===== config.mk =====
export PLATFORM = sky130hd
export DESIGN_NAME = plic_top
export DESIGN_NICKNAME = d
export VERILOG_FILES = /design/src/plic_pkg.sv /design/src/plic_regs.sv /design/src/plic_gateway.sv /design/src/plic_priority_tree.sv /design/src/plic_top.sv
export VERILOG_INCLUDE_DIRS = /design/src /design/src/src
export SDC_FILE = /design/constraint.sdc
export NUM_CORES = 2
export LEC_CHECK = 0
export ABC_AREA = 1
export BUFFER_PORTS_ARGS = -buffer_cell sky130_fd_sc_hd__buf_2
export CAP_MARGIN = 15
export CELL_PAD_IN_SITES_DETAIL_PLACEMENT = 0
export CELL_PAD_IN_SITES_GLOBAL_PLACEMENT = 1
export CORE_MARGIN = 2
export CORE_UTILIZATION = 35
export CTS_CLUSTER_DIAMETER = 120
export DETAILED_ROUTE_END_ITERATION = 6
export PLACE_DENSITY_LB_ADDON = 0.05
export SYNTH_ARGS = -nofsm -noshare
export SYNTH_HDL_FRONTEND = slang
export SYNTH_SLANG_ARGS = --single-unit

===== constraint.sdc =====
create_clock -name clk -period 2.4 [get_ports clk]
set_input_delay 0.12 -clock clk [delete_from_list [all_inputs] [get_ports clk]]
set_output_delay 0.12 -clock clk [all_outputs]
set_load 0.005 [all_outputs]

===== src/plic_macros.svh =====
`ifndef PLIC_MACROS_SVH
`define PLIC_MACROS_SVH

// source count and field widths
`define PLIC_NUM_SOURCES 16
`define PLIC_ID_WIDTH    4   // log2 of the source count
`define PLIC_PRIO_WIDTH  8
`define PLIC_ADDR_WIDTH  12
`define PLIC_DATA_WIDTH  32
`define PLIC_STRB_WIDTH  4   // one strobe per data byte

// pipeline depths
`define PLIC_TREE_LEVELS 4   // log2 of the source count, one flop stage each
`define PLIC_SYNC_STAGES 2

// register map, byte addresses
`define PLIC_EN_ADDR   12'h000  // enable word, bit i is source i
`define PLIC_PRI_ADDR  12'h100  // priority bytes, four sources per word
`define PLIC_ID_ADDR   12'h200  // current winner id
`define PLIC_MVEC_ADDR 12'h204  // winner's handler vector
`define PLIC_MARG_ADDR 12'h208  // winner's argument
`define PLIC_VEC_ADDR  12'h400  // vector table, one word per source
`define PLIC_OBJ_ADDR  12'h800  // object table, one word per source

// table bases are aligned to the table size,
// so the low word address bits index the entry directly

`endif


===== src/plic_pkg.sv =====
`include "plic_macros.svh"

package plic_pkg;

    // source id, 0 to NUM_SOURCES-1
    typedef logic [`PLIC_ID_WIDTH-1:0] src_id_t;

    // priority, zero means the source never wins
    typedef logic [`PLIC_PRIO_WIDTH-1:0] prio_t;

    // bus data word
    typedef logic [`PLIC_DATA_WIDTH-1:0] word_t;

    // bus byte address
    typedef logic [`PLIC_ADDR_WIDTH-1:0] addr_t;

    // one arbitration candidate, emitted by a gateway and carried by each tree node
    typedef struct packed {
        logic    pending;  // qualified request
        prio_t   prio;
        src_id_t id;
    } irq_req_t;

endpackage


===== src/plic_regs.sv =====
`timescale 1ns/1ps
`include "plic_macros.svh"

module plic_regs (
    input  logic                                      clk,
    input  logic                                      rst_n,

    // write side, commits on the rising edge while wen is high
    input  plic_pkg::addr_t                           waddr,
    input  plic_pkg::word_t                           wdata,
    input  logic [`PLIC_STRB_WIDTH-1:0]               wstrb,
    input  logic                                      wen,

    // read side, combinational
    input  plic_pkg::addr_t                           raddr,
    output plic_pkg::word_t                           rdata,

    // per-source configuration towards the gateways
    output logic [`PLIC_NUM_SOURCES-1:0]              int_en,
    output plic_pkg::prio_t [`PLIC_NUM_SOURCES-1:0]   int_pri,

    // arbitration result from the tree
    input  plic_pkg::irq_req_t                        winner,
    output logic                                      irq_valid
);

    plic_pkg::word_t   vec_tab [`PLIC_NUM_SOURCES];  // handler entry addresses
    plic_pkg::word_t   obj_tab [`PLIC_NUM_SOURCES];  // handler arguments

    plic_pkg::src_id_t irq_id;  // registered winner id
    plic_pkg::word_t   mvec;    // vector of irq_id, one cycle behind
    plic_pkg::word_t   marg;    // argument of irq_id, one cycle behind

    // true when the word address of a falls inside [base, base + words)
    function automatic logic hit_words(input plic_pkg::addr_t a, input plic_pkg::addr_t base,
                                       input int words);
        logic [`PLIC_ADDR_WIDTH-3:0] wa;
        logic [`PLIC_ADDR_WIDTH-3:0] wb;
        wa = a[`PLIC_ADDR_WIDTH-1:2];
        wb = base[`PLIC_ADDR_WIDTH-1:2];
        return (wa >= wb) && (int'(wa) < int'(wb) + words);
    endfunction

    // source owning byte lane of a priority word
    function automatic plic_pkg::src_id_t pri_src(input plic_pkg::addr_t a,
                                                  input logic [1:0] lane);
        return {a[2 +: `PLIC_ID_WIDTH-2], lane};
    endfunction

    // entry index within a word table
    function automatic plic_pkg::src_id_t tab_idx(input plic_pkg::addr_t a);
        return a[2 +: `PLIC_ID_WIDTH];
    endfunction

    // configuration and table writes
    always_ff @(posedge clk or negedge rst_n) begin
        if (!rst_n) begin
            int_en  <= '0;
            int_pri <= '0;
            for (int i = 0; i < `PLIC_NUM_SOURCES; i++) begin
                vec_tab[i] <= '0;
                obj_tab[i] <= '0;
            end
        end else if (wen) begin
            if (waddr == `PLIC_EN_ADDR) begin
                for (int i = 0; i < `PLIC_NUM_SOURCES; i++) begin
                    if (wstrb[i/8]) begin  // byte strobe covers eight enable bits
                        int_en[i] <= wdata[i];
                    end
                end
            end else if (hit_words(waddr, `PLIC_PRI_ADDR, `PLIC_NUM_SOURCES/4)) begin
                for (int lane = 0; lane < `PLIC_STRB_WIDTH; lane++) begin
                    if (wstrb[lane]) begin
                        int_pri[pri_src(waddr, 2'(lane))] <= wdata[lane*8 +: 8];
                    end
                end
            end else if (hit_words(waddr, `PLIC_VEC_ADDR, `PLIC_NUM_SOURCES)) begin
                vec_tab[tab_idx(waddr)] <= wdata;  // whole word, strobes ignored
            end else if (hit_words(waddr, `PLIC_OBJ_ADDR, `PLIC_NUM_SOURCES)) begin
                obj_tab[tab_idx(waddr)] <= wdata;
            end
        end
    end

    // winner capture, then table lookup on the captured id
    always_ff @(posedge clk or negedge rst_n) begin
        if (!rst_n) begin
            irq_valid <= 1'b0;
            irq_id    <= '0;
            mvec      <= '0;
            marg      <= '0;
        end else begin
            irq_valid <= winner.pending;
            irq_id    <= winner.id;  // tree forces zero when nothing pends
            if (irq_valid) begin
                mvec <= vec_tab[irq_id];
                marg <= obj_tab[irq_id];
            end
        end
    end

    // read mux
    always_comb begin
        rdata = '0;
        if (raddr == `PLIC_EN_ADDR) begin
            rdata = plic_pkg::word_t'(int_en);
        end else if (hit_words(raddr, `PLIC_PRI_ADDR, `PLIC_NUM_SOURCES/4)) begin
            for (int lane = 0; lane < `PLIC_STRB_WIDTH; lane++) begin
                rdata[lane*8 +: 8] = int_pri[pri_src(raddr, 2'(lane))];
            end
        end else if (raddr == `PLIC_ID_ADDR) begin
            rdata = plic_pkg::word_t'(irq_id);
        end else if (raddr == `PLIC_MVEC_ADDR) begin
            rdata = mvec;
        end else if (raddr == `PLIC_MARG_ADDR) begin
            rdata = marg;
        end else if (hit_words(raddr, `PLIC_VEC_ADDR, `PLIC_NUM_SOURCES)) begin
            rdata = vec_tab[tab_idx(raddr)];
        end else if (hit_words(raddr, `PLIC_OBJ_ADDR, `PLIC_NUM_SOURCES)) begin
            rdata = obj_tab[tab_idx(raddr)];
        end
    end

endmodule


===== src/plic_gateway.sv =====
`timescale 1ns/1ps
`include "plic_macros.svh"

module plic_gateway (
    input  logic               clk,
    input  logic               rst_n,
    input  logic               irq_src,  // asynchronous level
    input  logic               enable,
    input  plic_pkg::prio_t    pri,
    input  plic_pkg::src_id_t  id,
    output plic_pkg::irq_req_t req
);

    logic [`PLIC_SYNC_STAGES-1:0] sync_q;
    logic                         src_level;
    logic                         pending;

    // synchronizer chain, bit 0 samples the raw input
    always_ff @(posedge clk or negedge rst_n) begin
        if (!rst_n) begin
            sync_q <= '0;
        end else begin
            sync_q <= {sync_q[`PLIC_SYNC_STAGES-2:0], irq_src};
        end
    end

    assign src_level = sync_q[`PLIC_SYNC_STAGES-1];

    // priority zero never competes
    assign pending = src_level & enable & (pri != '0);

    assign req = '{pending: pending, prio: pri, id: id};

endmodule


===== src/plic_priority_tree.sv =====
`timescale 1ns/1ps
`include "plic_macros.svh"

module plic_priority_tree (
    input  logic               clk,
    input  logic               rst_n,
    input  plic_pkg::irq_req_t req_in [`PLIC_NUM_SOURCES],
    output plic_pkg::irq_req_t winner
);

    // registered tree nodes in heap order
    // node 0 is the root, children of k sit at 2k+1 and 2k+2
    // the leaves are req_in and are not stored here
    plic_pkg::irq_req_t node_q [`PLIC_NUM_SOURCES-1];

    // pairwise compare, a is the lower-id operand
    function automatic plic_pkg::irq_req_t pick(input plic_pkg::irq_req_t a,
                                                input plic_pkg::irq_req_t b);
        plic_pkg::irq_req_t res;
        res = '0;  // nothing pending gives zero prio and id
        if (a.pending && (!b.pending || a.prio >= b.prio)) begin
            res = a;  // ties stay on the left
        end else if (b.pending) begin
            res = b;
        end
        return res;
    endfunction

    for (genvar lvl = 0; lvl < `PLIC_TREE_LEVELS; lvl++) begin : g_level
        // level 0 compares leaf pairs, the last level is the root
        localparam int NODES = `PLIC_NUM_SOURCES >> (lvl + 1);
        localparam int BASE  = NODES - 1;

        for (genvar j = 0; j < NODES; j++) begin : g_node
            localparam int K = BASE + j;

            plic_pkg::irq_req_t lhs;
            plic_pkg::irq_req_t rhs;

            if (lvl == 0) begin : g_leaf
                assign lhs = req_in[2*j];
                assign rhs = req_in[2*j+1];
            end else begin : g_inner
                assign lhs = node_q[2*K+1];
                assign rhs = node_q[2*K+2];
            end

            // one register stage per level
            always_ff @(posedge clk or negedge rst_n) begin
                if (!rst_n) begin
                    node_q[K] <= '0;
                end else begin
                    node_q[K] <= pick(lhs, rhs);
                end
            end
        end
    end

    assign winner = node_q[0];

endmodule


===== src/plic_top.sv =====
`timescale 1ns/1ps
`include "plic_macros.svh"

module plic_top (
    input  logic                         clk,
    input  logic                         rst_n,

    // register write port
    input  plic_pkg::addr_t              waddr,
    input  plic_pkg::word_t              wdata,
    input  logic [`PLIC_STRB_WIDTH-1:0]  wstrb,
    input  logic                         wen,

    // register read port
    input  plic_pkg::addr_t              raddr,
    output plic_pkg::word_t              rdata,

    // external level sources
    input  logic [`PLIC_NUM_SOURCES-1:0] irq_sources,

    output logic                         irq_valid
);

    logic [`PLIC_NUM_SOURCES-1:0]            int_en;
    plic_pkg::prio_t [`PLIC_NUM_SOURCES-1:0] int_pri;
    plic_pkg::irq_req_t                      req [`PLIC_NUM_SOURCES];  // gateway outputs
    plic_pkg::irq_req_t                      winner;

    plic_regs u_regs (
        .clk       (clk),
        .rst_n     (rst_n),
        .waddr     (waddr),
        .wdata     (wdata),
        .wstrb     (wstrb),
        .wen       (wen),
        .raddr     (raddr),
        .rdata     (rdata),
        .int_en    (int_en),
        .int_pri   (int_pri),
        .winner    (winner),
        .irq_valid (irq_valid)
    );

    // one gateway per source, id is the slot index
    for (genvar i = 0; i < `PLIC_NUM_SOURCES; i++) begin : g_gateway
        plic_gateway u_gateway (
            .clk     (clk),
            .rst_n   (rst_n),
            .irq_src (irq_sources[i]),
            .enable  (int_en[i]),
            .pri     (int_pri[i]),
            .id      (plic_pkg::src_id_t'(i)),
            .req     (req[i])
        );
    end

    plic_priority_tree u_tree (
        .clk    (clk),
        .rst_n  (rst_n),
        .req_in (req),
        .winner (winner)
    );

endmodule


# Word level (Yosys, flattened, before mapping)
# Index checks and enable logic that the tools add are counted.
# totals
reg_bits,1456
latchBits,0
ram_bits,0
romBits,0
input_bits,79
word_cells,363
mem_count,0
# classes
add_sub_neg,0
n_mul,0
div_mod_pow,0
order_cmp,43
eq_ne,3
n_shift,0
mux,86
n_bitwise,38
n_reduce_logical,79
# ops
cell,n
$mux W128,13
$bwmux W512,2
$bmux W32 S4,4
$bwmux W128,4
$mux W32,16
$mux W13,30
$demux W32 S4,1
$reduce_bool A8 Y1,16
$ge A8 B8 Y1,15
$bmux W8 S2,4
$demux W8 S2,4
$mux W8,8
$lt A4 B5 Y1 const B,8
$eq A12 B10 Y1 const B,3
$and A1 B1 Y1,32
$logic_and A1 B1 Y1,26
$logic_not A12 Y1,2
$ge A10 B10 Y1 const B,2
$ge A10 B7 Y1 const B,2
$ge A10 B9 Y1 const B,2
$lt A10 B10 Y1 const B,2
$lt A10 B7 Y1 const B,2
$lt A10 B9 Y1 const B,2
$ge A4 B1 Y1 const B,4
9 further kinds,45

# Logic depth before layout (Yosys ltp)
# depth
depth_word,21
mapped_depth,14
depth_no_buf,12

# Hierarchy
# Synthesis repeated with hierarchy kept, for this count alone.
# hier_totals
hier_cells,10877
area_unflattened_um2,80437.1
# modules_own_cells
mod,n_inst,cells_each,area_per_inst_um2,seq_area_each_um2
plic_regs,1,8750,65306.4,30954.7
plic_priority_tree,1,1741,12220.5,4879.7
plic_gateway,16,24,181.4,50.0
plic_top,1,2,7.5,0.0

# Worst setup path before layout
# OpenSTA, ideal clock, no wires.
# synth_timing
kind,register -> register
start,reg u_regs.int_pri[3] (netlist bit)
end,"reg u_tree.node_q, in the netlist u_tree.g_level[1].g_node[0].lhs[10]"
arrival_time_ns,1.584
required_time_ns,2.281
setup_slack_ns,0.697
path_stages_with_launch,9
path_buffers,0
synth_period_minus_slack_ns,1.703
cell_sequence,dfrtp_1 ha_1 inv_1 o31ai_1 nand2_1 nand4_1 nand2_1 nand3_1 nand2_1
# synth_between
elab_chain_cells,4
word_cells_on_any_way,6
cone_classes,order compare (1); mux (1); bitwise (1); reduce/logical (3)
# synth_rtl
item,line_no,text
start: declaration,plic_regs.sv:20,"output plic_pkg::prio_t [`PLIC_NUM_SOURCES-1:0] int_pri,"
start signal: indexed assignment,plic_regs.sv:74,"int_pri[pri_src(waddr, 2'(lane))] <= wdata[lane*8 +: 8];"
$ge A8 B8 Y1 or $reduce_bool A8 Y1 (tied branches),"plic_priority_tree.sv:21, plic_gateway.sv:30",
$logic_or A1 B1 Y1 or $and A1 B1 Y1 (tied branches),"plic_priority_tree.sv:21, plic_gateway.sv:30",
$logic_and A1 B1 Y1 (*),plic_priority_tree.sv:21,if (a.pending && (!b.pending || a.prio >= b.prio)) begin
$mux W13 (*),plic_priority_tree.sv:21,
end signal: indexed assignment,plic_priority_tree.sv:53,"node_q[K] <= pick(lhs, rhs);"
end: declaration,plic_priority_tree.sv:14,plic_pkg::irq_req_t node_q [`PLIC_NUM_SOURCES-1];
# Every way passes the cells marked *; elsewhere a longest branch is shown, timed or not.
# A chain may end at the register's enable or synchronous reset.

# Worst setup path in the final report
# layout_timing
start,reg u_regs.obj_tab[505] (netlist bit)
end,out rdata[25]
# layout_between
elab_chain_cells,10
# layout_rtl
item,line_no,text
start: declaration,plic_regs.sv:28,plic_pkg::word_t obj_tab [`PLIC_NUM_SOURCES];
start signal: indexed assignment,plic_regs.sv:80,obj_tab[tab_idx(waddr)] <= wdata;
$bmux W32 S4,plic_regs.sv:120,rdata = obj_tab[tab_idx(raddr)];
$mux W32 (implied by the code) (2 in series),plic_regs.sv:120,
$mux W32,plic_regs.sv:119,"end else if (hit_words(raddr, `PLIC_OBJ_ADDR, `PLIC_NUM_SOURCES)) begin"
$mux W32,plic_regs.sv:117,"end else if (hit_words(raddr, `PLIC_VEC_ADDR, `PLIC_NUM_SOURCES)) begin"
$mux W32,plic_regs.sv:115,end else if (raddr == `PLIC_MARG_ADDR) begin
$mux W32,plic_regs.sv:113,end else if (raddr == `PLIC_MVEC_ADDR) begin
$mux W32,plic_regs.sv:111,end else if (raddr == `PLIC_ID_ADDR) begin
$mux W32,plic_regs.sv:107,"end else if (hit_words(raddr, `PLIC_PRI_ADDR, `PLIC_NUM_SOURCES/4)) begin"
$mux W32,plic_regs.sv:105,if (raddr == `PLIC_EN_ADDR) begin
end: declaration,plic_top.sv:16,"output plic_pkg::word_t rdata,"
# No other way between the ends. The select of a mux whose other input is x is not followed.

==> results.md <==
* Measured slew at the worst slew-check pin at 0.843 ns
* Peak supply drop at 0.681 mV
* Top post-synthesis cells by area: dfrtp_1, nand2_1, o21ai_0
* Hold Path Cell Cnt at 7
* Setup TNS at -1.69 ns
* Horiz. Die Dim at 467 um
* Min cycle time layout at 2.54 ns
* Worst R2R Path Depth at 10
* Outcome: finished, violations left
* Seq cells post-synth at 1422
* CTS tree: built
* Gr usage total at 31.5%
* Fillers at 22000
* Reg2reg end: u_regs.mvec[8]
* Routed via count at 72700
* Grt met1 use at 43.0%
* Detailed Route WL at 348000 um
* Area of the multi-input gates at 0.0357 sq mm
* Sink Count at 1422
* Post-Syn Nets at 10000
* Layout cells sized above 1 at 14.4%
* Die ar. at 0.218 sq mm
* Initial antenna violation count at 16
* Yosys top cell area share at 47.4%
* Worst-path clk slew at 0.06 ns
* # rows at 170
* WHS Endpoint: u_regs.int_pri[127]
* Core area at 0.214 sq mm
* I/O pin count at 112
* Storage cell area at 0.0356 sq mm
* Synth unique cells at 46
* Synth Cell Area at 0.0751 sq mm
* Clk_lat worst skew at 0.83 ns
* Worst path required time at 2.28 ns
* Final Hold Vio Count at 0
* Number of synthesized flops with an enable pin at 0
* Synth cell count leaders: nand2_1, o21ai_0, dfrtp_1, nand3_1, nor2_1
* RSZ-0062 raised after global routing: yes
* Max Slew Vio Count at 0
* Period utilization at 106%
* Pleak at 41.6 nW
* Final setup fails at 26
* Vias/cell at 5.58
* DR iter-0 viols at 7520
* Post-Synth Simple-Gate Area at 24.9%
* Mean Syn Cell Area at 7.65 sq um
* Post-route ant nets at 0
* Post-DP HPWL at 223000 um
* DRT Pass-1 Iters at 6
* Grt met2 use at 50.4%
* Fin nets at 10300
* F_max at 0.394 GHz
* Compound-Gate Fraction of Synth Area at 18.4%
* Ys async rst share at 100%
* Synth Area in Adders at 2.00%
* Hold Crit Start: wstrb[3]
* Gr ovfl total at 0
* First-pass GRT wire length at 507000 um
* GPL Wtd Cong at 0.891
* Yosys top cell by area: dfrtp_1
* Crit end category: output pin
* Grt met3 use at 4.67%
* DRC viols at 0
* Post-place instance area at 0.0823 sq mm
* Largest family of logic cells by synthesized area: simple AND/OR/NAND/NOR gates
* H-Tree Depth at 4
* Starting Density at 35.1%
* Worst Hold Class: primary input to flop
* Area Growth Syn to Fin at 21.9%
* Failing checks: setup timing
* Count leader, synth: nand2_1
* Vias in the first global route at 70500
* Tot Pwr at 56.2 mW
* Max clock buf depth at 3
* Synth warn at 0
* FF-to-FF Start: u_regs.irq_id[0]
* Largest net degree at the start of global routing at 100
* Worst slew margin at 43.8%
* Register area share after synthesis at 47.4%
* CTS root buf: clkbuf_16
* Worst EP arrival at 2.42 ns
* CP Launch Point: u_regs.obj_tab[505]
* Final setup margin at -0.140 ns
* Post-synth top flop: dfrtp_1
* TritonCTS Buffers at 174
* Die height at 467 um
* R2R setup slack at 0.07 ns
* XOR/XNOR Fraction of Synth Area at 0%
* Max Cap Viol at 0
* Crit Path Class: flop to output pin
* Hold slack final at 0.0664 ns
* Pwr dens at 615 mW/mm^2
* IO buf count at 111
* Final Util at 42.8%
* Design Area, Final at 0.0915 sq mm
* Top Usage Layer GRT: met2
* Skew final at 0.0325 ns
* Per-cell routed wire length at 26.7 um
* Startpoint types: flop
* Mux contribution to synthesized area at 0%
* Cells after Synth at 9820
* Crit Path Max Fanout at 3
critical path, cell delays in order (launching register included):
cell and delay (ns):
dfrtp_1 0.38, nor2_1 0.07, o21ai_0 0.16, nand3_1 0.11, nand3_2 0.12, nand3_4 0.12
nand3_2 0.13, nand2_4 0.09, a21oi_2 0.26, buf_2 0.16
report_power, final:
group	total [mW]	internal (mW)	switching, mW
clock network	27.3	16.2	11.0
registers	24.6	24.3	0.278
logic	4.39	1.40	2.99
sequential cells by signal, indices dropped and copies added (netlist names):
| signal | flops |
|---|---|
| u_regs.obj_tab | 512 |
| u_tree.winner | 5 |
| u_regs.irq_valid | 1 |
| u_regs.int_pri | 128 |
| u_regs.mvec | 32 |
| u_regs.irq_id | 4 |
| u_regs.marg | 32 |
| u_tree.g_level.g_node.lhs | 74 |
| u_regs.vec_tab | 512 |
| u_regs.int_en | 16 |
| g_gateway.u_gateway.sync_q | 32 |
| u_tree.g_level.g_node.rhs | 74 |
through the flow:
| stage | std cells | setup WS [ns] |
|---|---|---|
| after floorplan | 9820 | 0.697 |
| after global placement | 12500 | -0.193 |
| after detailed placement | 12500 | -0.202 |
| after CTS | 13000 | -0.171 |
| after global routing | 13000 | -0.257 |
| final | 13000 | -0.140 |
metal layers:
metal	vias up	wire (um)
met5	-	12
met4	2	13800
met3	617	22700
met2	2806	159000
met1	35800	153000
li1	33500	-
worst max path at each step:
stage          slack (ns)  depth (start not counted)                                  end
5_1_grt             -0.26                         11                            rdata[17]
3_3_place_gp        -0.19                         14                            rdata[24]
6_report            -0.14                          9                            rdata[25]
4_1_cts             -0.17                         10                             rdata[9]
2_1_floorplan        0.70                          8  u_tree.g_level[1].g_node[0].lhs[10]
3_5_place_dp        -0.20                         11                            rdata[22]
logic make-up after synthesis:
logic type,after synthesis
compound gates,2517
fa+ha+maj,120
buf+inv,1296
flops,1422
simple gates,4465
layout make-up:
type	count	area share (%)
Antenna cell	6	0.0164
Clock buffer	255	5.56
Clock inverter	56	0.775
Inverter	508	2.16
Multi-Input combinational cell	7102	39.1
Sequential cell	1422	38.9
Tap cell	2838	3.88
Timing Repair Buffer	849	9.63
Timing Repair inverter	1	0.00957
cells in the final DEF (no fill, tap or decap), types with 15 or more instances in the layout:
cell | Yosys | final
nor4_1 | 16 | 16
or2_2 | 55 | 42
nand3_2 | 0 | 134
nor2_1 | 840 | 833
nor2_2 | 13 | 15
clkinv_2 | 0 | 27
bufinv_16 | 0 | 15
clkbuf_16 | 0 | 180
nand4_1 | 88 | 88
buf_4 | 0 | 467
a21oi_1 | 290 | 268
nand3_4 | 0 | 36
buf_2 | 112 | 90
o22ai_1 | 42 | 42
nand3_1 | 935 | 765
a21oi_2 | 0 | 17
o21ai_1 | 308 | 353
dlygate4sd3_1 | 0 | 80
buf_12 | 1 | 188
o211ai_1 | 43 | 43
clkbuf_8 | 0 | 30
clkbuf_1 | 557 | 45
ha_1 | 120 | 120
nand2_1 | 2458 | 2403
dfrtp_1 | 1422 | 1417
a31oi_1 | 64 | 64
o21ai_0 | 1493 | 1445
o21ai_2 | 58 | 61
buf_6 | 59 | 21
nand2_2 | 9 | 25
inv_1 | 493 | 481
o221ai_1 | 172 | 172
nand2_4 | 0 | 35
repair_timing:
item	CTS	global route
endpoints found under the hold margin	2406	0
resized for setup	286	114
pin swaps	162	136
setup buffers	101	48
gates cloned	1	0
setup endpoints to repair	31	47
hold buffers	81	0
Note: power is estimated with default switching activity, not from simulation.
